**config.mk**
```make
export PLATFORM = sky130hd
export DESIGN_NAME = bus_decoder
export DESIGN_NICKNAME = d
export VERILOG_FILES = /design/src/design/soc_pkg.sv /design/src/design/bus_decoder.sv
export SDC_FILE = /design/constraint.sdc
export NUM_CORES = 1
export LEC_CHECK = 0
export BUFFER_PORTS_ARGS = -buffer_cell sky130_fd_sc_hd__clkbuf_2
export CELL_PAD_IN_SITES_DETAIL_PLACEMENT = 1
export CELL_PAD_IN_SITES_GLOBAL_PLACEMENT = 1
export CORE_ASPECT_RATIO = 0.9
export CORE_MARGIN = 2
export CORE_UTILIZATION = 11
export DETAILED_ROUTE_END_ITERATION = 8
export PLACE_DENSITY_LB_ADDON = 0.1
export RECOVER_POWER = 25
export SYNTH_ARGS = -nofsm -noshare
export SYNTH_HDL_FRONTEND = slang
export SYNTH_SLANG_ARGS = --single-unit
export TNS_END_PERCENT = 100
```
**constraint.sdc**
```tcl
create_clock -name clk -period 1 [get_ports clk]
set_input_delay 0.05 -clock clk [delete_from_list [all_inputs] [get_ports clk]]
set_output_delay 0.05 -clock clk [all_outputs]
set_load 0.05 [all_outputs]
```
**src/design/soc_pkg.sv**
```systemverilog
// bus request and response types, address map constants, target and uart state enums
package soc_pkg;

    ////////////////////////////////////////
    // basic widths
    ////////////////////////////////////////
    typedef logic [31:0] addr_t;
    typedef logic [31:0] data_t;
    typedef logic [3:0]  wstrb_t;
    typedef logic [7:0]  byte_t;

    // master side of the bus, any strobe set means write
    typedef struct packed {
        logic   valid;
        addr_t  addr;
        data_t  wdata;
        wstrb_t wstrb;
    } bus_req_t;

    // responder side, rdata only meaningful with ready
    typedef struct packed {
        logic  ready;
        data_t rdata;
    } bus_rsp_t;

    ////////////////////////////////////////
    // enums
    ////////////////////////////////////////
    typedef enum logic [1:0] {TGT_BRAM, TGT_IO, TGT_NONE} target_t;

    typedef enum logic [1:0] {TX_IDLE, TX_START, TX_DATA, TX_STOP} uart_tx_state_t;

    typedef enum logic [1:0] {RX_IDLE, RX_START, RX_DATA, RX_STOP} uart_rx_state_t;

    ////////////////////////////////////////
    // io address map
    ////////////////////////////////////////
    localparam addr_t UART_DATA_ADDR = 32'h1000_0000;
    localparam addr_t UART_LSR_ADDR  = 32'h1000_0004;
    localparam addr_t CPU_FREQ_ADDR  = 32'h1100_0000;
    localparam addr_t LED_ADDR       = 32'h1200_0000;

    localparam byte_t LED_RESET_VALUE = 8'hF0;

    // line status bit positions
    localparam int LSR_RX_AVAIL_BIT  = 8;
    localparam int LSR_TX_IDLE_BIT_A = 13;
    localparam int LSR_TX_IDLE_BIT_B = 14;

    // uart data read with nothing held
    localparam data_t RX_EMPTY_WORD = 32'hFFFF_FFFF;

endpackage

```
**src/design/bus_decoder.sv**
```systemverilog
// address decode, one-cycle target strobes, registered ready and read data mux
`timescale 1ns/10ps

module bus_decoder
    import soc_pkg::*;
#(
    parameter int BRAM_WORDS = 256
) (
    input  logic     clk,
    input  logic     resetn,
    input  bus_req_t req,
    output bus_rsp_t rsp,
    output logic     bram_sel,
    output logic     io_sel,
    input  data_t    bram_rdata,
    input  data_t    io_rdata
);

    localparam addr_t BRAM_LIMIT = addr_t'(BRAM_WORDS * 4);

    target_t tgt;
    target_t tgt_q;
    logic    accept;
    logic    ready_q;
    logic    wr_q;

    ////////////////////////////////////////
    // target decode
    ////////////////////////////////////////
    always_comb begin
        if (req.addr < BRAM_LIMIT) begin
            tgt = TGT_BRAM;
        end else if (req.addr == UART_DATA_ADDR || req.addr == UART_LSR_ADDR ||
                     req.addr == CPU_FREQ_ADDR || req.addr == LED_ADDR) begin
            tgt = TGT_IO;
        end else begin
            tgt = TGT_NONE;
        end
    end

    // valid is ignored while ready is up
    assign accept   = req.valid && !ready_q;
    assign bram_sel = accept && (tgt == TGT_BRAM);
    assign io_sel   = accept && (tgt == TGT_IO);

    always_ff @(posedge clk) begin
        if (!resetn) begin
            ready_q <= 1'b0;
            tgt_q   <= TGT_NONE;
            wr_q    <= 1'b0;
        end else begin
            ready_q <= accept;
            if (accept) begin
                tgt_q <= tgt;
                wr_q  <= |req.wstrb;
            end
        end
    end

    ////////////////////////////////////////
    // response
    ////////////////////////////////////////
    always_comb begin
        rsp.ready = ready_q;
        rsp.rdata = '0;
        // writes answer with zero data
        if (ready_q && !wr_q) begin
            case (tgt_q)
                TGT_BRAM: rsp.rdata = bram_rdata;
                TGT_IO:   rsp.rdata = io_rdata;
                default:  rsp.rdata = '0;
            endcase
        end
    end

    // one acknowledge per request, never back to back
    a_ready_single: assert property (@(posedge clk) disable iff (!resetn)
        rsp.ready |=> !rsp.ready)
        else $error("bus_decoder: ready high on two consecutive cycles");

endmodule

```
After elaboration in Yosys (flattened, before gate mapping)
Cells that the tools add are included.

cells by class
  magnitude comparators = 1
  equal/unequal tests = 6
  reductions and logical operators = 12
  multiplexer cells = 4

operators with widths
  operator                                                                         number
  32-bit by 29-bit equality test with 1-bit output (second input constant)         4
  32-bit one-hot mux with 2 select lines                                           1
  32-bit by 11-bit less-than comparator with 1-bit output (second input constant)  1
  32-bit two-way mux                                                               1
  2-bit by 1-bit equality test with 1-bit output (second input constant)           2
  1-bit logical AND                                                                4
  2-bit zero test                                                                  2
  2-bit two-way mux                                                                2
  4-bit OR reduction                                                               1
  1-bit logical OR                                                                 3
  1-bit zero test                                                                  2

storage, ports and cells
  logic and storage cells = 26
  bits of input ports = 135
  flip-flop bits (word level) = 4
  output and inout bits = 35

Logic depth before layout (Yosys ltp)
  depth in word-level cells = 8
  depth in mapped cells = 4
  depth with buffers taken out = 4

Worst setup path after synthesis
No wires, ideal clock.

  path kind = input -> output
  start = input port req[48] (netlist bit)
  end = output port io_sel
  data required time = 0.950 ns
  path slack = -0.848 ns
  data arrival time = 1.798 ns
  stages = 4
  path buffers = 0
  cell sequence = nor4_1 > nand4_1 > or2_1 > nor3_1

between the ends
  word-level cells in the longest chain between the ends = 8
  elaborated cells between the ends (all ways) = 12
  classes of those cells = 1 x order compare; 5 x eq/ne; 2 x mux; 4 x reduce/logical

ends and longest elaborated chain
  what                                                                                                             RTL line           source
  start, declared                                                                                                  bus_decoder.sv:11  input bus_req_t req,
  parallel branches: the longest is 5 deep, another holds 32-bit by 11-bit less-than comparator with 1-bit output  -
  2-bit two-way mux *                                                                                              bus_decoder.sv:31  if (req.addr < BRAM_LIMIT) begin
  2-bit by 1-bit equality test with 1-bit output *                                                                 bus_decoder.sv:44  assign io_sel = accept && (tgt == TGT_IO);
  1-bit logical AND *                                                                                              bus_decoder.sv:44
  end, declared                                                                                                    bus_decoder.sv:14  output logic io_sel,

Mark *: on every way between the ends.

==> summary.txt <==
Timing
  • Max_slew headroom: 81.03%
  • Pins Over Slew Limit: 0
  • Period utilization: 137.2%
  • Clock skew: 0.001609 ns
  • Unrepaired setup endpoints after global routing: true
  • Final hold viol count: 0
  • Min Tclk post-route: 1.372 ns
  • FMAX: 0.7286 GHz
  • Final setup fails: 37
  • Worst-margin pin slew: 0.2809 ns
  • PnR worst setup slack: -0.3724 ns

Critical path
  • R2R depth: 5
  • CP Class: register to primary output
  • Crit end category: primary output
  • Reg2reg start: ready_q
  • CP Max Fanout: 8
  • Startpoint types: register
  • CP Data Required Time: 0.95 ns
  • Crit path launch: tgt_q[0]
  • Worst EP arrival: 1.32 ns

Finish
  • Area grow syn2layout: 298.2%
  • Most frequent cells in the layout: clkbuf_2, mux2i_4, nor2_4
  • Post-layout util: 45.38%
  • N_diodes: 0
  • Final #Nets: 393
  • Commonest non-fill, non-tap cell in the layout: clkbuf_2
  • Share of cells above drive strength 1: 93.75%
  • Finished layout cell area: 2989 um2

Synth
  • Post-Synthesis Cells: 107
  • Seq/Total Area, Yosys: 10.67%
  • Syn Area/Cell: 7.016 um2
  • Net count after synthesis: 242
  • Cell variety after synth: 24
  • Post-synthesis register bit count: 4
  • Syn Std Cell Area: 750.7 um2
  • Synth warn: 0

Route
  • Routed vias/inst: 4.130
  • Post-route ant nets: 0
  • Drt drc: 0
  • Routed WL per cell: 13.10 um
  • 1st-pass router iterations: 4
  • DR iter-0 viols: 18
  • Via count: 1429
  • DRT Wirelength: 4.531 mm

Global routing
  • Antenna violations before repair: 0
  • Vias in the first global route: 1382
  • Pin count of the biggest net entering global routing: 17
  • First-pass GRT wire length: 6.306 mm
  • Congestion Overflow GR: 0
  • Total track usage: 10.03%

Power and ir drop
  • Max rail drop VDD: 0.2716 mV
  • Leak: 1.144 nW
  • PwrDens: 351.9 nW/um2

Min path
  • Worst hold stages: 2
  • Worst hold start: resetn
  • Worst hold path type: primary input to register

Clock tree
  • Worst skew pair latency: 0.22 ns
  • Clk root buf: clkbuf_8
  • Clock H-tree levels: 1
  • CTS Sinks: 4
  • CTS Buf Count: 3
  • CTS tree: built
  • Clock buffer depth: 2
  • Clock transition at path regs: 0.03 ns

Run status
  • Outcome: finished with violations
  • Failing checks: setup timing

Floorplan
  • I/O pins: 170
  • Rows: 28
  • Die ar.: 7502 um2
  • Die Y: 82.37 um
  • Core Footprint: 6586 um2
  • Width of the die: 91.08 um
  • Starting Density: 11.40%

Run
  • Maxcap violations: 0

Place
  • RePlAce Congestion: 0.6369
  • Placed Instance Area: 2302 um2
  • Number of port buffers: 137
  • Hpwl dp: 3.422 mm
per-layer routing:
layer / global-route usage [%] / share of wire (%) / vias up
li1: - / - / 688
met1: 12.72 / 40 / 661
met2: 17.78 / 53 / 80
met3: 2.541 / 7.8 / 0
met4: 1.364 / 0 / 0
met5: 0 / 0 / -
worst max-delay path, cell delays in order, from the launching register on:
cell	delay (ns)
dfxtp_4	0.41
clkbuf_16	0.23
mux2i_4	0.27
nor2_4	0.05
buf_12	0.14
power breakdown:
group / internal (mW) / switching [mW] / leakage [nW] / total [mW]
Clock: 0.257 / 0.0834 / 0.0216 / 0.340
Sequential: 0.164 / 0.00527 / 0.0339 / 0.169
Combinational: 0.292 / 0.251 / 1.09 / 0.543
Total: 0.713 / 0.339 / 1.14 / 1.05
logic make-up after synthesis:
kind of cell	count (synthesis)	share of synthesized area [%]
and+or+nand+nor	55	33.33
muxes	32	42.67
buffers and inverters	9	5.500
AOI/OAI and AO/OA	7	7.832
DFF	4	10.67
cells in the mapped netlist:
cell type   n  area share [%]
o41ai_1     2             2.3
nor4_1      5             4.2
dfxtp_1     4              11
nand2_1     4             2.0
or3_1       2             1.7
nor4b_2     1             2.0
a21oi_1     1            0.67
or2_1       1            0.83
clkbuf_1    2             1.0
a2111oi_2   1             2.0
mux2i_1    32              43
buf_4       1             1.0
a21boi_0    1             1.0
nor2_1     36              18
buf_2       3             2.0
nor2b_1     1            0.83
buf_1       2             1.0
nand2b_1    1            0.83
nand4_1     1            0.83
and2_1      1            0.83
o2111ai_1   1             1.2
inv_1       1            0.50
o21ai_1     1            0.67
nor3_1      2             1.3
worst paths after layout:
path,endpoint,slack [ns]
hold reg to reg,wr_q,0.49
hold / removal,tgt_q[1],0.06
setup reg to reg,tgt_q[1],-0.05
setup / recovery,rsp[4],-0.37
state kept, by name (all words and copies together) (netlist names):
signal and cells:
wr_q 1, tgt_q 2, ready_q 1
per-stage QoR:
step / total power, mW / TNS [ns] / cells / setup slack [ns] / hold WS [ns]
after floorplan: 0.3034 / -5.180 / 107 / -0.2699 / 0.1300
after global placement: 0.5504 / -6.461 / 341 / -0.2711 / 0.2735
after detailed placement: 0.5575 / -6.475 / 341 / -0.2968 / 0.2897
after CTS: 0.9474 / -13.10 / 345 / -0.4023 / 0.06928
after global routing: 1.112 / -13.85 / 346 / -0.4203 / 0.09411
final: 1.052 / -11.82 / 346 / -0.3724 / 0.06494
final cells by class:
class	instances	area, um2
Clock buffer	3	41.29
Fill cell	733	3597
Inverter	1	3.754
Multi-Input combinational cell	94	1435
Sequential cell	4	85.08
Tap cell	90	112.6
Timing Repair Buffer	154	1311
what timing repair did:
action / 4_1_cts / 5_1_grt
setup endpoints to repair: 38 / 36
pin swaps: 5 / 25
buffers inserted: 1 / 0
resized for setup: 42 / 94
gates cloned: 0 / 2
hold buffers: 0 / 0
Power figures use the tool's default switching activity.
