[config.mk]
export PLATFORM = sky130hd
export DESIGN_NAME = uart_tx
export DESIGN_NICKNAME = d
export VERILOG_FILES = /design/src/design/soc_pkg.sv /design/src/design/uart_tx.sv
export SDC_FILE = /design/constraint.sdc
export NUM_CORES = 1
export LEC_CHECK = 0
export ABC_AREA = 1
export BUFFER_PORTS_ARGS = -buffer_cell sky130_fd_sc_hd__buf_2
export CORE_MARGIN = 1
export CORE_UTILIZATION = 49
export CTS_BUF_LIST = sky130_fd_sc_hd__clkbuf_16
export DETAILED_ROUTE_END_ITERATION = 10
export PLACE_DENSITY_LB_ADDON = 0.2
export SETUP_SLACK_MARGIN = 0.15
export SLEW_MARGIN = 20
export SYNTH_ARGS = -nofsm -noshare
export SYNTH_HDL_FRONTEND = slang
export SYNTH_SLANG_ARGS = --single-unit
export TNS_END_PERCENT = 10
[constraint.sdc]
create_clock -name clk -period 1.6 [get_ports clk]
set_input_delay 0.24 -clock clk [delete_from_list [all_inputs] [get_ports clk]]
set_output_delay 0.24 -clock clk [all_outputs]
set_load 0.01 [all_outputs]
[src/design/soc_pkg.sv]
// bus request and response types, address map constants, target and uart state enums
package soc_pkg;

    ////////////////////////////////////////
    // basic widths
    ////////////////////////////////////////
    typedef logic [31:0] addr_t;
    typedef logic [31:0] data_t;
    typedef logic [3:0]  wstrb_t;
    typedef logic [7:0]  byte_t;

    // master side of the bus, any strobe set means write
    typedef struct packed {
        logic   valid;
        addr_t  addr;
        data_t  wdata;
        wstrb_t wstrb;
    } bus_req_t;

    // responder side, rdata only meaningful with ready
    typedef struct packed {
        logic  ready;
        data_t rdata;
    } bus_rsp_t;

    ////////////////////////////////////////
    // enums
    ////////////////////////////////////////
    typedef enum logic [1:0] {TGT_BRAM, TGT_IO, TGT_NONE} target_t;

    typedef enum logic [1:0] {TX_IDLE, TX_START, TX_DATA, TX_STOP} uart_tx_state_t;

    typedef enum logic [1:0] {RX_IDLE, RX_START, RX_DATA, RX_STOP} uart_rx_state_t;

    ////////////////////////////////////////
    // io address map
    ////////////////////////////////////////
    localparam addr_t UART_DATA_ADDR = 32'h1000_0000;
    localparam addr_t UART_LSR_ADDR  = 32'h1000_0004;
    localparam addr_t CPU_FREQ_ADDR  = 32'h1100_0000;
    localparam addr_t LED_ADDR       = 32'h1200_0000;

    localparam byte_t LED_RESET_VALUE = 8'hF0;

    // line status bit positions
    localparam int LSR_RX_AVAIL_BIT  = 8;
    localparam int LSR_TX_IDLE_BIT_A = 13;
    localparam int LSR_TX_IDLE_BIT_B = 14;

    // uart data read with nothing held
    localparam data_t RX_EMPTY_WORD = 32'hFFFF_FFFF;

endpackage

[src/design/uart_tx.sv]
// 8N1 serial transmitter, baud counter and bit state machine
`timescale 1ns/10ps

module uart_tx
    import soc_pkg::*;
#(
    parameter int CLKS_PER_BIT = 8
) (
    input  logic  clk,
    input  logic  resetn,
    input  logic  tx_start,
    input  byte_t tx_byte,
    output logic  tx_busy,
    output logic  uart_tx
);

    localparam int CNT_W = $clog2(CLKS_PER_BIT + 1);
    localparam logic [CNT_W-1:0] LAST = CNT_W'(CLKS_PER_BIT - 1);

    uart_tx_state_t   state;
    logic [CNT_W-1:0] cnt;
    logic [2:0]       bit_idx;
    byte_t            shift;

    assign tx_busy = (state != TX_IDLE);

    always_ff @(posedge clk) begin
        if (!resetn) begin
            state   <= TX_IDLE;
            cnt     <= '0;
            bit_idx <= '0;
            uart_tx <= 1'b1;
        end else begin
            case (state)
                TX_IDLE: begin
                    uart_tx <= 1'b1;
                    cnt     <= '0;
                    if (tx_start) begin
                        shift   <= tx_byte;
                        uart_tx <= 1'b0;
                        state   <= TX_START;
                    end
                end
                TX_START: begin
                    if (cnt == LAST) begin
                        cnt     <= '0;
                        bit_idx <= '0;
                        uart_tx <= shift[0];
                        state   <= TX_DATA;
                    end else begin
                        cnt <= cnt + 1'b1;
                    end
                end
                TX_DATA: begin
                    if (cnt == LAST) begin
                        cnt <= '0;
                        if (bit_idx == 3'd7) begin
                            uart_tx <= 1'b1;
                            state   <= TX_STOP;
                        end else begin
                            // lsb first, next bit comes from the shifted value
                            bit_idx <= bit_idx + 1'b1;
                            shift   <= shift >> 1;
                            uart_tx <= shift[1];
                        end
                    end else begin
                        cnt <= cnt + 1'b1;
                    end
                end
                default: begin
                    if (cnt == LAST) begin
                        cnt   <= '0;
                        state <= TX_IDLE;
                    end else begin
                        cnt <= cnt + 1'b1;
                    end
                end
            endcase
        end
    end

    a_idle_line_high: assert property (@(posedge clk) disable iff (!resetn)
        (state == TX_IDLE) |-> uart_tx)
        else $error("uart_tx: line low while idle");

endmodule

# [Word level (Yosys, flattened, before mapping)]
# Index checks and enable logic that the tools add are counted.
# W data, S select, Z words.
[totals] in_bits=11 output_inout_bits=2 ff_bits=18 wordCells=47
[op_classes] eq_ne=9 n_bitwise=1 muxes=19 add_sub_neg=2 n_reduce_logical=11
[ops] operator="$mux W8" count=3
[ops] operator="$pmux W8 S2" count=1
[ops] operator="$mux W2" count=5
[ops] operator="$ne A2 B2 Y1 const B" count=5
[ops] operator="$reduce_and A5 Y1" count=2
[ops] operator="$mux W3" count=3
[ops] operator="$reduce_bool A2 Y1" count=4
[ops] operator="$pmux W2 S3" count=1
[ops] operator="$pmux W3 S2" count=1
[ops] operator="$add A4 B1 Y4 const B" count=1
[ops] operator="$eq A4 B3 Y1 const B" count=1
[ops] operator="$mux W1" count=4
[ops] operator="$reduce_and A4 Y1" count=1
[ops] operator="$add A3 B1 Y3 const B" count=1
[ops] operator="$eq A3 B3 Y1 const B" count=1
[ops] operator="$pmux W1 S3" count=1
[ops] operator="$reduce_and A3 Y1" count=1
[ops] operator="$reduce_bool A3 Y1" count=1
[ops] operator="$reduce_or A3 Y1" count=1
[ops] operator="$eq A2 B1 Y1 const B" count=1
[ops] operator="$eq A2 B2 Y1 const B" count=1
[ops] operator="$logic_not A2 Y1" count=1
[ops] operator="$not A1 Y1" count=1

# [Logic depth before layout (Yosys ltp)]
[logic_depth] word_depth=4 mapped_depth=9 ltp_nobuf=9

# [Least setup slack after synthesis]
# Ideal clock, no wire load.
[synth_timing] kind="register -> register" from="register state[0]" to="register shift[0] (enable)" n_path_buf=1 arrival_ps=1319 t_required_ps=1230 setup_time_ps=370 period_less_slack_ps=1690 slack_ps=-90 path_stages_with_launch=7 path_cell_list="dfxtp_1 -> inv_1 -> ha_1 -> inv_2 -> buf_2 -> nor2_1 -> nor2_1"
[synth_via] elab_chain_len=3 elab_cells_between_ends=7 classes_between="eq/ne: 4; reduce/logical: 3"
[synth_lines] element="from (decl)" line="uart_tx.sv:20" text="uart_tx_state_t state;"
[synth_lines] element="from (signal assigned)" line="uart_tx.sv:29" text="state <= TX_IDLE;"
[synth_lines] element="from (signal assigned)" line="uart_tx.sv:41" text="state <= TX_START;"
[synth_lines] element="from (signal assigned)" line="uart_tx.sv:49" text="state <= TX_DATA;"
[synth_lines] element="$eq A2 B2 Y1 or $logic_not A2 Y1 (tied branches)" line="uart_tx.sv:34" text="case (state)"
[synth_lines] element="$ne A2 B2 Y1 (no line) or $reduce_bool A2 Y1 (tied branches)"
[synth_lines] element="$reduce_and A5 Y1 (no line) (*)"
[synth_lines] element="to (signal assigned)" line="uart_tx.sv:39" text="shift <= tx_byte;"
[synth_lines] element="to (signal assigned)" line="uart_tx.sv:63" text="shift <= shift >> 1;"
[synth_lines] element="to (decl)" line="uart_tx.sv:23" text="byte_t shift;"
# Every way passes the cells marked *; elsewhere a longest branch is shown, timed or not.
# A chain may end at the register's enable or synchronous reset.

# [Final worst setup path]
[layout_timing] from="register bit_idx[0]" to="register shift[0] (enable)"
[layout_via] elab_chain_len=3
[layout_lines] element="from (decl)" line="uart_tx.sv:22" text="logic [2:0] bit_idx;"
[layout_lines] element="from (signal assigned)" line="uart_tx.sv:62" text="bit_idx <= bit_idx + 1'b1;"
[layout_lines] element="$eq A3 B3 Y1" line="uart_tx.sv:57" text="if (bit_idx == 3'd7) begin"
[layout_lines] element="$ne A2 B2 Y1 (no line)"
[layout_lines] element="$reduce_and A5 Y1 (no line)"
# Every way passes these cells.

==> flow_metrics.py <==
metrics = {
    "floorplanning": {
        "core-area_um2": 1760,
        "die_w_um": 45.8,
        "fp-row-count": 15,
        "dieArea_um2": 2100,
        "fp.dieH_um": 45.8,
        "initial_core_util_pct": 53.3,
        "ios": 13,
    },
    "place": {
        "dp_slack_ns": 0.0492,
        "hpwl_um": 1270,
        "io_buffers": 12,
        "place_area_um2": 1050,
        "gp_congestion": 0.847,
    },
    "worst_setup_path": {
        "crit_fanout": 8,
        "cp_slowest_cell": "dfxtp_2",
        "critPathTopFamily": "simple AND/OR/NAND/NOR gates",
        "end_kind": "flip-flop",
        "worst-path-buf-inv": 0,
        "r2r_cells": 5,
        "worstSetupStartpointType": "flip-flop",
        "crit_arrival_ns": 1.39,
        "cp_common_cell": "nor2_2",
        "slowest_delay_ns": 0.33,
        "crit_chain": "ha_2 -> ha_1 -> nor2_2 -> nor2_2 -> nor2_4",
        "cp_num_cells": 5,
        "critPathKind": "flip-flop to flip-flop",
        "cp.required_ns": 1.53,
    },
    "power": {
        "power_density_nw_per_um2": 1540,
        "p_leak_nw": 0.523,
        "ir_drop_uv": 913,
        "power_w": 0.00179,
    },
    "synthesis": {
        "syn_inst": 108,
        "ys_seq_area_share_pct": 46.9,
        "synth_nets": 127,
        "ys_ff_latch": 18,
        "postSynthAreaPerCell_um2": 8.70,
        "syn_area_um2": 940,
        "ys_warn_count": 0,
        "synthDistinctLibCells": 25,
    },
    "sta": {
        "fin_crit_ns": 1.46,
        "finalHoldViolCount": 0,
        "setup_violations": 0,
        "slew_violations": 0,
        "setup_tns_ns": 0,
        "worst-slew-pin-transition_ns": 0.272,
        "skew_ns": 0.00284,
        "fin_hold_ws_ns": 0.262,
        "fmaxAchievable_mhz": 686,
        "period_share_pct": 91.1,
        "rsz0062_at_grt": "yes",
        "maxSlewHeadroom_pct": 81.8,
        "setup_ws_ns": 0.142,
    },
    "worst_hold_path": {
        "hp-class": "input pin to flip-flop",
        "hold_path_depth": 3,
    },
    "global_route": {
        "grt_overflow_total": 0,
        "antenna_found_initial": 0,
        "grt_max_degree": 11,
        "grt_pass1_wl_um": 3120,
        "grtUsageTotal_pct": 21.3,
        "grt_pass1_vias": 763,
    },
    "route": {
        "drc": 0,
        "antenna_left": 0,
        "detail_route.vias_per_cell": 4.99,
        "drtIter0Drc": 13,
        "drt-pass1-iter-count": 4,
        "routed_wl_um": 1920,
        "routed-via-count": 754,
        "wl_per_cell_um": 12.7,
    },
    "final_layout": {
        "final_nets": 146,
        "final_cell_area_um2": 1170,
        "mostFrequentLayoutCell": "nand2_1",
        "layout_common_cells": "30 x nand2_1, 12 x buf_2, 9 x inv_1, 9 x nor2_1, 8 x edfxtp_1",
        "fillers": 158,
        "diodes": 0,
        "drive_gt1_share_pct": 32.5,
        "syn2layout_area_growth_pct": 24.1,
    },
    "outcome": {
        "status": "finished clean",
    },
    "run": {
        "cap_violations": 0,
    },
    "clocking": {
        "path_clk_slew_ns": 0.05,
        "h-tree-depth": 1,
        "clockRootBuffer": "clkbuf_16",
        "hold_buffers": 0,
        "clkLatencyLatePin_ns": 0.25,
        "numClockSinks": 18,
        "cts_tree": "yes",
        "cts_buffers": 3,
        "cts_buffer_depth": 2,
    },
}
[cell type report]
class / instances / area, µm² / area share (%)
Timing Repair Buffer: 16 / 90.1 / 7.73
Inverter: 11 / 41.3 / 3.54
Clock inverter: 1 / 3.75 / 0.322
Clock buffer: 3 / 75.1 / 6.44
Tap cell: 25 / 31.3 / 2.68
Sequential cell: 18 / 444 / 38.1
Multi-Input combinational cell: 77 / 480 / 41.2
[path summary, 6_finish.rpt]
kind	from	slack (ns)	to
setup / recovery	bit_idx[0]	0.14	shift[0]
hold / removal	tx_byte[4]	0.26	shift[4]
setup reg to reg	bit_idx[0]	0.14	shift[0]
hold reg to reg	cnt[0]	0.46	cnt[0]
[metrics by stage]
step	cells	utilization [%]
floorplan	108	-
global placement	146	59.6
detailed placement	146	59.6
CTS	151	65.0
global route	151	66.1
finish	151	66.1
[cell usage after synthesis, drive strengths merged]
library cell	number	area, µm²
nand2	33	136
nor2	15	68.8
inv	11	41.3
dfxtp	10	200
edfxtp	8	240
ha	8	100
nand3	7	47.6
o21ai	5	28.8
a21boi	2	15.0
a21oi	2	13.8
buf	2	10.0
nand4	1	6.26
o211ai	1	7.51
or2	1	6.26
xnor2	1	8.76
xor2	1	8.76
[worst register-to-register path, delay by kind of cell (launching register included)]
family	cells	cell delay, ns
flip-flops	1	0.33
adder cells (fa/ha/maj)	2	0.40
AND/OR/NAND/NOR	3	0.41
[kinds of logic (layout without fill, tap and decap cells)]
group,count (synthesis),count (layout),synth area share (%)
compound gates,10,10,6.92
xor+xnor,2,2,1.86
fa+ha+maj,8,8,10.7
buf+inv,13,31,5.46
flops,18,18,46.9
simple gates,57,57,28.2
[report_power, final]
group	leakage [nW]	internal, W	total [W]	switching (W)
clock network	0.0385	0.000332	0.000501	0.000168
logic	0.327	0.000237	0.000625	0.000388
registers	0.158	0.000618	0.000668	0.0000504
total	0.523	0.00119	0.00179	0.000607
[sequential cells by signal, indices dropped and copies added, names as in the netlist]
signal / cells
bit_idx: 3
cnt: 4
shift: 8
state: 2
uart_tx: 1
[per-layer routing]
layer,vias to the layer above,GRT usage (%),routed length (µm)
met5,-,0,0
met1,349,23.9,839
met3,7,4.37,55
li1,381,-,-
met2,17,37.4,983
met4,0,11.2,40
[repair_timing]
action                                 4_1_cts  5_1_grt
buffers inserted                             1        0
endpoints found under the hold margin        0        0
pin swaps                                    1        3
setup endpoints to repair                   10       13
gates resized for setup                      5        6
No activity file was read; power rests on OpenSTA's default activity.
