==> config.mk <==
export PLATFORM = sky130hd
export DESIGN_NAME = io_regs
export DESIGN_NICKNAME = d
export VERILOG_FILES = /design/src/design/soc_pkg.sv /design/src/design/io_regs.sv
export SDC_FILE = /design/constraint.sdc
export NUM_CORES = 1
export LEC_CHECK = 0
export BUFFER_PORTS_ARGS = -buffer_cell sky130_fd_sc_hd__buf_2
export CORE_UTILIZATION = 41
export CTS_BUF_LIST = sky130_fd_sc_hd__clkbuf_8
export CTS_CLUSTER_DIAMETER = 40
export DETAILED_ROUTE_END_ITERATION = 8
export GPL_TIMING_DRIVEN = 0
export PLACE_DENSITY = 0.88
export SLEW_MARGIN = 20
export SYNTH_ARGS = -nofsm -noshare
export SYNTH_HDL_FRONTEND = slang
export SYNTH_SLANG_ARGS = --single-unit
==> constraint.sdc <==
create_clock -name clk -period 3.9 [get_ports clk]
set_clock_uncertainty 0.1 [all_clocks]
set_input_delay 0.39 -clock clk [delete_from_list [all_inputs] [get_ports clk]]
set_output_delay 0.39 -clock clk [all_outputs]
set_load 0.01 [all_outputs]
==> src/design/soc_pkg.sv <==
// bus request and response types, address map constants, target and uart state enums
package soc_pkg;

    ////////////////////////////////////////
    // basic widths
    ////////////////////////////////////////
    typedef logic [31:0] addr_t;
    typedef logic [31:0] data_t;
    typedef logic [3:0]  wstrb_t;
    typedef logic [7:0]  byte_t;

    // master side of the bus, any strobe set means write
    typedef struct packed {
        logic   valid;
        addr_t  addr;
        data_t  wdata;
        wstrb_t wstrb;
    } bus_req_t;

    // responder side, rdata only meaningful with ready
    typedef struct packed {
        logic  ready;
        data_t rdata;
    } bus_rsp_t;

    ////////////////////////////////////////
    // enums
    ////////////////////////////////////////
    typedef enum logic [1:0] {TGT_BRAM, TGT_IO, TGT_NONE} target_t;

    typedef enum logic [1:0] {TX_IDLE, TX_START, TX_DATA, TX_STOP} uart_tx_state_t;

    typedef enum logic [1:0] {RX_IDLE, RX_START, RX_DATA, RX_STOP} uart_rx_state_t;

    ////////////////////////////////////////
    // io address map
    ////////////////////////////////////////
    localparam addr_t UART_DATA_ADDR = 32'h1000_0000;
    localparam addr_t UART_LSR_ADDR  = 32'h1000_0004;
    localparam addr_t CPU_FREQ_ADDR  = 32'h1100_0000;
    localparam addr_t LED_ADDR       = 32'h1200_0000;

    localparam byte_t LED_RESET_VALUE = 8'hF0;

    // line status bit positions
    localparam int LSR_RX_AVAIL_BIT  = 8;
    localparam int LSR_TX_IDLE_BIT_A = 13;
    localparam int LSR_TX_IDLE_BIT_B = 14;

    // uart data read with nothing held
    localparam data_t RX_EMPTY_WORD = 32'hFFFF_FFFF;

endpackage

==> src/design/io_regs.sv <==
// uart data and line status, led and clock frequency registers
`timescale 1ns/10ps

module io_regs
    import soc_pkg::*;
#(
    parameter int SYSTEM_CLK_HZ = 25_000_000
) (
    input  logic   clk,
    input  logic   resetn,
    input  logic   sel,
    input  addr_t  addr,
    input  data_t  wdata,
    input  wstrb_t wstrb,
    output data_t  rdata,
    output byte_t  led,
    output logic   tx_start,
    output byte_t  tx_byte,
    input  logic   tx_busy,
    output logic   rx_pop,
    input  logic   rx_valid,
    input  byte_t  rx_byte
);

    logic  is_wr;
    logic  hit_data;
    logic  hit_lsr;
    logic  hit_freq;
    logic  hit_led;
    data_t lsr;
    data_t rd_word;

    assign is_wr    = |wstrb;
    assign hit_data = (addr == UART_DATA_ADDR);
    assign hit_lsr  = (addr == UART_LSR_ADDR);
    assign hit_freq = (addr == CPU_FREQ_ADDR);
    assign hit_led  = (addr == LED_ADDR);

    ////////////////////////////////////////
    // uart steering
    ////////////////////////////////////////
    // byte dropped if the transmitter is still busy
    assign tx_start = sel && is_wr && hit_data && !tx_busy;
    assign tx_byte  = wdata[7:0];

    // reading the data register consumes the held byte
    assign rx_pop = sel && !is_wr && hit_data && rx_valid;

    always_comb begin
        lsr                    = '0;
        lsr[LSR_RX_AVAIL_BIT]  = rx_valid;
        lsr[LSR_TX_IDLE_BIT_A] = !tx_busy;
        lsr[LSR_TX_IDLE_BIT_B] = !tx_busy;
    end

    ////////////////////////////////////////
    // read mux and registers
    ////////////////////////////////////////
    always_comb begin
        rd_word = '0;
        if (hit_data) begin
            rd_word = rx_valid ? data_t'(rx_byte) : RX_EMPTY_WORD;
        end else if (hit_lsr) begin
            rd_word = lsr;
        end else if (hit_freq) begin
            rd_word = data_t'(SYSTEM_CLK_HZ);
        end
        // led reads back as zero
    end

    always_ff @(posedge clk) begin
        if (!resetn) begin
            led <= LED_RESET_VALUE;
        end else if (sel && is_wr && hit_led) begin
            led <= wdata[7:0];
        end
    end

    always_ff @(posedge clk) begin
        if (sel) begin
            rdata <= is_wr ? '0 : rd_word;
        end
    end

    // a single access can never both send and pop
    a_tx_rx_excl: assert property (@(posedge clk) disable iff (!resetn)
        !(tx_start && rx_pop))
        else $error("io_regs: tx_start and rx_pop together");

endmodule

Word-level counts from Yosys, hierarchy flattened
Index checks and enable logic that the tools add are counted.
W data, S select, Z words.
{"block": "totals", "output_inout_bits": 50, "reg_bits": 40}
{"block": "classes", "muxes": 4, "n_eq_ne": 4, "n_reduce_logical": 10}
{"op": "$eq A32 B29 Y1 const B", "count": 4}
{"op": "$mux W32", "count": 2}
{"op": "$mux W25", "count": 2}
{"op": "$logic_and A1 B1 Y1", "count": 7}
{"op": "$reduce_or A4 Y1", "count": 1}
{"op": "$logic_not A1 Y1", "count": 2}

Depth between registers and ports, before layout
Gate-level depths: netlist (run 1).
{"block": "depth", "word_depth": 5, "mapped_depth": 5, "mapped_depth_nobuf": 4}

Worst setup path after synthesis (run 1)
No wires, ideal clock.
{"block": "synth_path", "kind": "in2out", "from": "input port addr[16]", "to": "output port tx_start", "required_ns": 3.410, "cell_stages": 5, "setup_slack_ns": 1.893, "arrival_ns": 1.517, "n_path_buf": 1, "cell_sequence": "nor4_2 > and4_1 > buf_6 > nand2_1 > nor4_1"}
{"block": "synth_via", "elab_chain_len": 3}
{"element": "start: declaration", "line": "io_regs.sv:12", "text": "input addr_t addr,"}
{"element": "$eq A32 B29 Y1", "line": "io_regs.sv:34", "text": "assign hit_data = (addr == UART_DATA_ADDR);"}
{"element": "$logic_and A1 B1 Y1 (2 in series)", "line": "io_regs.sv:43", "text": "assign tx_start = sel && is_wr && hit_data && !tx_busy;"}
{"element": "end: declaration", "line": "io_regs.sv:17", "text": "output logic tx_start,"}
No other way between the ends.

Final worst setup path (run 1)
{"block": "layout_path", "from": "input port addr[13]", "to": "output port tx_start"}
Same word-level chain as after synthesis.

==> results of run 1 <==
how the worst max path moves through the flow:
stage,start,to,slack (ps),cells after the start
after floorplan,addr[16],tx_start,1890,5
after global placement,addr[16],tx_start,1780,7
after detailed placement,addr[16],tx_start,1750,7
after CTS,addr[16],tx_start,1740,7
after global routing,addr[16],tx_start,1670,7
final,addr[13],tx_start,1740,7
cell families after synthesis:
kind of cell | synth area share [%]
DFF | 38.8
buffers and inverters | 19.0
and+or+nand+nor | 30.5
muxes | 2.82
xor gates and xnor gates | 0.618
AOI/OAI and AO/OA | 8.21
through the flow:
stage	area, sq um	hold WS (ps)
4_1_cts	2050	290
6_report	2050	294
3_5_place_dp	2000	344
5_1_grt	2050	295
2_1_floorplan	1420	379
3_3_place_gp	2000	340
layout by cell type (no fill, tap or decap), types with 2 or more instances in the layout:
master,count
buf_4,27
buf_2,107
dfxtp_1,8
nor4_1,5
buf_6,2
a21oi_1,2
nand2_1,10
a21oi_2,7
nor2_1,7
o21ai_1,4
edfxtp_1,13
nand4_2,3
nor4_2,2
nor4_4,5
clkbuf_8,3
inv_1,9
a31oi_1,4
and4_1,2
nor3_1,5
mux2i_1,4
nand4_4,2
registers in the layout, summed over array words and instances, names as in the netlist:
register,count
rdata,13
led,8
tightest hold or removal path, stage by stage:
cell and delay (ps):
buf_2 110, nand2_1 50, mux2i_1 60
area by class of cell:
| cell class | count | share of cell area, % |
|---|---|---|
| Multi-Input combinational cell | 70 | 29.2 |
| Tap cell | 44 | 2.69 |
| Clock inverter | 1 | 0.183 |
| Sequential cell | 21 | 26.9 |
| Clock buffer | 3 | 2.02 |
| Timing Repair Buffer | 106 | 25.9 |
| Buffer | 31 | 11.7 |
| Inverter | 8 | 1.47 |
where the power goes:
part           switching, uW  leakage [uW]  internal (uW)
clock network           65.4     0.0000269           69.9
registers               3.75      0.000188            242
logic                   55.7      0.000791           59.4
metal layers:
layer,vias up,share of wire [%],global-route usage (%)
li1,661,-,-
met1,569,38,19.4
met2,96,49,32.0
met3,2,12,2.77
met4,0,0.26,3.90
met5,-,0,0
==> impl_metrics.yaml, run 1 <==
outcome:
  status: "finished, final reports clean"
global_route:
  antenna_found_initial: 0
  first_global_vias: 1121
  grt_pass1_wl_um: 4660
  grt_start_max_net_pins: 18
  track_usage_pct: 16.8
  grt_overflow: 0
final_layout:
  area_growth_pct: 44.5
  seq_area_sq_um: 551
  drive_above_1_share_pct: 67.9
  multi_input_area_sq_um: 598
  final_core_util_pct: 64.4
  fin_cells: 284
  n_fill_cell: 272
  antenna_cells: 0
  final_nets: 322
clocking:
  postCtsSetupRepairBufs: 0
  cts_root_buf: "clkbuf_8"
  cts_tree: "yes"
  clk_path_buf_depth: 2
  cts_buffers: 3
  worst_skew_pair.late_latency_ps: 250
  clock_sinks: 21
  htree_levels: 1
  clk_pin_slew_worst_paths_ps: 70
  hold_buffers: 0
  post_cts_resized: 0
logic_synthesis:
  synthTopCellsByCount: "buf_4 (27), edfxtp_1 (13), nand2_1 (10)"
  syn_area_sq_mm: 0.00142
  yosysTopAreaCellShare_pct: 27.5
  synth_cell_types: 29
  yosysSeqAreaShare_pct: 38.8
  ys_top_cells_by_area: "edfxtp_1 (28%), buf_4 (14%), dfxtp_1 (11%), nor4_4 (7.5%), a21oi_2 (4.3%)"
  async_flop_share_pct: 0
  synth_area_leader_cell: "edfxtp_1"
  yosysMostFrequentCell: "buf_4"
  ys_seq_elements: 21
  synth_cells: 130
  synth_edf_count: 13
  syn_area_per_cell_sq_um: 10.9
  ys.flop_type: "edfxtp_1"
  syn_nets: 211
  yosysWarnings: 0
min_path:
  hold_start: "wdata[2]"
  hp-class: "in2reg"
  hold_depth: 3
  hold_end: "led[2]$_SDFFE_PN0P_"
floorplan:
  die_area_sq_mm: 0.00370
  placement_rows: 20
  die_x_um: 60.8
  io_pins: 131
  coreArea_sq_mm: 0.00318
  start_util_pct: 44.6
  die_h_um: 60.8
timing:
  worst_slack_ps: 1740
  post-route-period-util_pct: 55.3
  rsz0062_at_grt: "no"
  slew_viol_final: 0
  hold_viol: 0
  fmax_mhz: 464
  max-slew-margin-rel_pct: 70.8
  setup_viol: 0
  fin_crit_ps: 2160
  worst_slew_pin_slew_ps: 435
  setup_tns_ps: 0
setup_path:
  crit_fanout: 8
  reg2regPathDepth: 2
  worstSetupStartpointType: "primary input"
  r2r-start: "led[5]$_SDFFE_PN1P_"
  path_cells: "buf_2 > nor4_4 > and4_1 > buf_6 > nand2_1 > nor4_1 > buf_2"
  critPathKind: "in2out"
  required_ps: 3410
  critPathArrivalTime_ps: 1670
  crit_top_cell: "buf_2"
  cp_slowest_stage_delay_ps: 320
  crit_family: "simple AND/OR/NAND/NOR gates"
  r2r_setup_slack_ps: 3130
  slowest_stage: "nor4_4"
  cp-end-kind: "output port"
  regToRegEndpoint: "led[5]$_SDFFE_PN1P_"
  path_buf_inv: 3
place:
  post-place-ws_ps: 1750
  gp_congestion: 0.747
  io_buffer_count: 106
  dp_cells: 280
  detailed_place_hpwl_um: 2570
power:
  ir_worst_vdd_mv: 0.121
  p_leak_uw: 0.00101
  totalPowerFinal_uw: 496
  p_per_area_mw_per_mm2: 242
route:
  wirelength_um: 3080
  vias_per_cell: 4.68
  drc: 0
  drtIter0Drc: 28
  wl_per_cell_um: 10.8
  ant_nets: 0
  via_count: 1328
  drt_pass1_iterations: 4
flow_run:
  drv_cap: 0
No activity file was read; power rests on OpenSTA's default activity.
==> run 2, diff against run 1 <==
ABC_AREA = 1   (was default)
CORE_UTILIZATION = 38   (was 41)
PLACE_DENSITY = 0.82   (was 0.88)
clock period = 2 ns   (was 3.9 ns; I/O delays follow)
==> run 2 against run 1 <==
Sequential power rose by 96%; register-to-register slack worse by 1800 ps; non-clock buffer count down 2; die area grew 7.9%; first-iteration DRC count is 25% lower; cell area is 0.18% lower; total power grew 90%; utilization down 5.5 points; count of clock-buffer cells in the layout unchanged; via count is 2.1% higher; worst setup slack worse by 1300 ps; critical path type unchanged; highest routed layer unchanged.
==> impl_metrics.yaml, run 2 <==
route:
  met2WireLength_um: 1430
  drc: 0
  m1WireLength_um: 1150
  wl_met3_um: 224
  ant_nets: 0
  vias_per_cell: 4.20
  via_count: 1356
  drtIter0Drc: 21
  wirelength_um: 2830
  top_layer_used: "met4"
  wl_per_cell_um: 8.75
  drt_pass1_iterations: 4
clocking:
  clock_sinks: 21
  worst_skew_pair.late_latency_ps: 250
  hold_buffers: 0
  postCtsSetupRepairBufs: 0
  clk_path_buf_depth: 2
  cts_root_buf: "clkbuf_8"
  cts_tree: "yes"
  cts_buffers: 3
  htree_levels: 1
  post_cts_resized: 0
  clk_pin_slew_worst_paths_ps: 70
power:
  p_per_area_mw_per_mm2: 460
  ir_worst_vdd_mv: 0.216
  totalPowerFinal_uw: 940
  p_leak_uw: 0.00120
setup_path:
  slowest_stage: "nor2_4"
  crit_fanout: 4
  crit_family: "simple AND/OR/NAND/NOR gates"
  path_buf_inv: 3
  critPathKind: "in2out"
  cp_slowest_stage_delay_ps: 160
  required_ps: 1700
  path_cells: "buf_2 > nor2_1 > nand2_1 > nor2_4 > nand2_4 > nor2_8 > inv_2 > nor3b_2 > buf_2"
  r2r-start: "led[3]$_SDFFE_PN0P_"
  worstSetupStartpointType: "primary input"
  critPathArrivalTime_ps: 1270
  crit_start: "addr[13]"
  crit_top_cell: "buf_2"
  cp-end-kind: "output port"
outcome:
  status: "finished, final reports clean"
logic_synthesis:
  synth_cell_types: 27
  synth_area_leader_cell: "edfxtp_1"
  synth_cells: 169
  ys_seq_elements: 21
  syn_area_per_cell_sq_um: 8.41
  yosysMostFrequentCell: "buf_4"
  syn_nets: 250
  synthTopCellsByCount: "buf_4 (28), nor2_1 (26), nand2_1 (24)"
  yosysWarnings: 0
  async_flop_share_pct: 0
  yosysTopAreaCellShare_pct: 27.5
  ys.flop_type: "edfxtp_1"
  syn_area_sq_mm: 0.00142
  yosysSeqAreaShare_pct: 38.7
  synth_edf_count: 13
  ys_top_cells_by_area: "edfxtp_1 (27%), buf_4 (15%), dfxtp_1 (11%), nor2_1 (6.9%), nand2_1 (6.3%)"
timing:
  setup_viol: 0
  fin_crit_ps: 1570
  setup_tns_ps: 0
  max-slew-margin-rel_pct: 64.6
  worst_slack_ps: 433
  rsz0062_at_grt: "no"
  hold_viol: 0
  worst_slew_pin_slew_ps: 531
  slew_viol_final: 0
  fmax_mhz: 638
  post-route-period-util_pct: 78.3
flow_run:
  drv_cap: 0
final_layout:
  final_common_cell: "buf_2"
  reg_top3: "rdata x13, led x8"
  drive_above_1_share_pct: 59.6
  antenna_cells: 0
  largest_reg_flops: 13
  n_fill_cell: 344
  final_cell_mix: "buf_2 (105), buf_4 (28), nor2_1 (26)"
  regMostFlops: "rdata"
  final_nets: 359
  area_growth_pct: 43.8
global_route:
  first_global_vias: 1167
  track_usage_pct: 14.1
  grt_pass1_wl_um: 4610
  grt_start_max_net_pins: 17
  antenna_found_initial: 0
  grt_overflow: 0
floorplan:
  die_area_sq_mm: 0.00399
  coreArea_sq_mm: 0.00347
  die_x_um: 63.2
  start_util_pct: 41.0
  die_h_um: 63.2
  io_pins: 131
  placement_rows: 21
place:
  gp_congestion: 0.699
  post-place-ws_ps: 422
  detailed_place_hpwl_um: 2380
  io_buffer_count: 104
min_path:
  hold_start: "wdata[6]"
  hp-class: "in2reg"
[run 2: kinds of logic after synthesis]
| family | share of synthesized area (%) |
|---|---|
| AND/OR/NAND/NOR | 33.7 |
| buffers and inverters | 21.5 |
| flip-flops | 38.7 |
| AO/OA/AOI/OAI | 6.07 |
[run 2: worst paths after layout]
path | cells past startpoint | endpoint | slack [ps]
max | 9 | rx_pop | 430
min | 3 | led[6]$_SDFFE_PN1P_ | 100
max reg2reg | 2 | led[3]$_SDFFE_PN0P_ | 1320
min reg2reg | 2 | led[5]$_SDFFE_PN1P_ | 350
[run 2: stage by stage]
| step | hold WS [ps] | cell area (sq um) | util (%) | instances |
|---|---|---|---|---|
| final | 98.2 | 2040 | 58.9 | 323 |
| after global routing | 105 | 2040 | 58.9 | 323 |
| after CTS | 95.2 | 2040 | 58.9 | 323 |
| after detailed placement | 339 | 2000 | 57.6 | 319 |
| after global placement | 337 | 2000 | 57.6 | 319 |
| after floorplan | 212 | 1420 | - | 169 |
[run 2: power breakdown]
group          switching, uW  internal [uW]
combinational           89.8            110
sequential              7.80            472
clock                    125            136
total                    223            718
[run 2: worst reg2reg max path: stages (launching register included)]
cell and delay, ps:
dfxtp_1 320, a21oi_1 110, nor2_1 60
[run 2: final cells by class]
cell class | instances | area, sq um | area share, %
inverters | 20 | 75.1 | 3.67
multi-input cells | 97 | 566 | 27.7
flip-flops and latches | 21 | 551 | 26.9
repair buffers | 104 | 520 | 25.5
plain buffers | 31 | 230 | 11.3
clock inverters | 1 | 3.75 | 0.184
clock buffers | 3 | 41.3 | 2.02
well taps | 46 | 57.6 | 2.82
[run 2: metal layers]
layer  vias up  track usage (%)
met5         -                0
met4         0             6.10
met3         2             1.81
met2        68             26.3
met1       563             15.8
li1        723                -
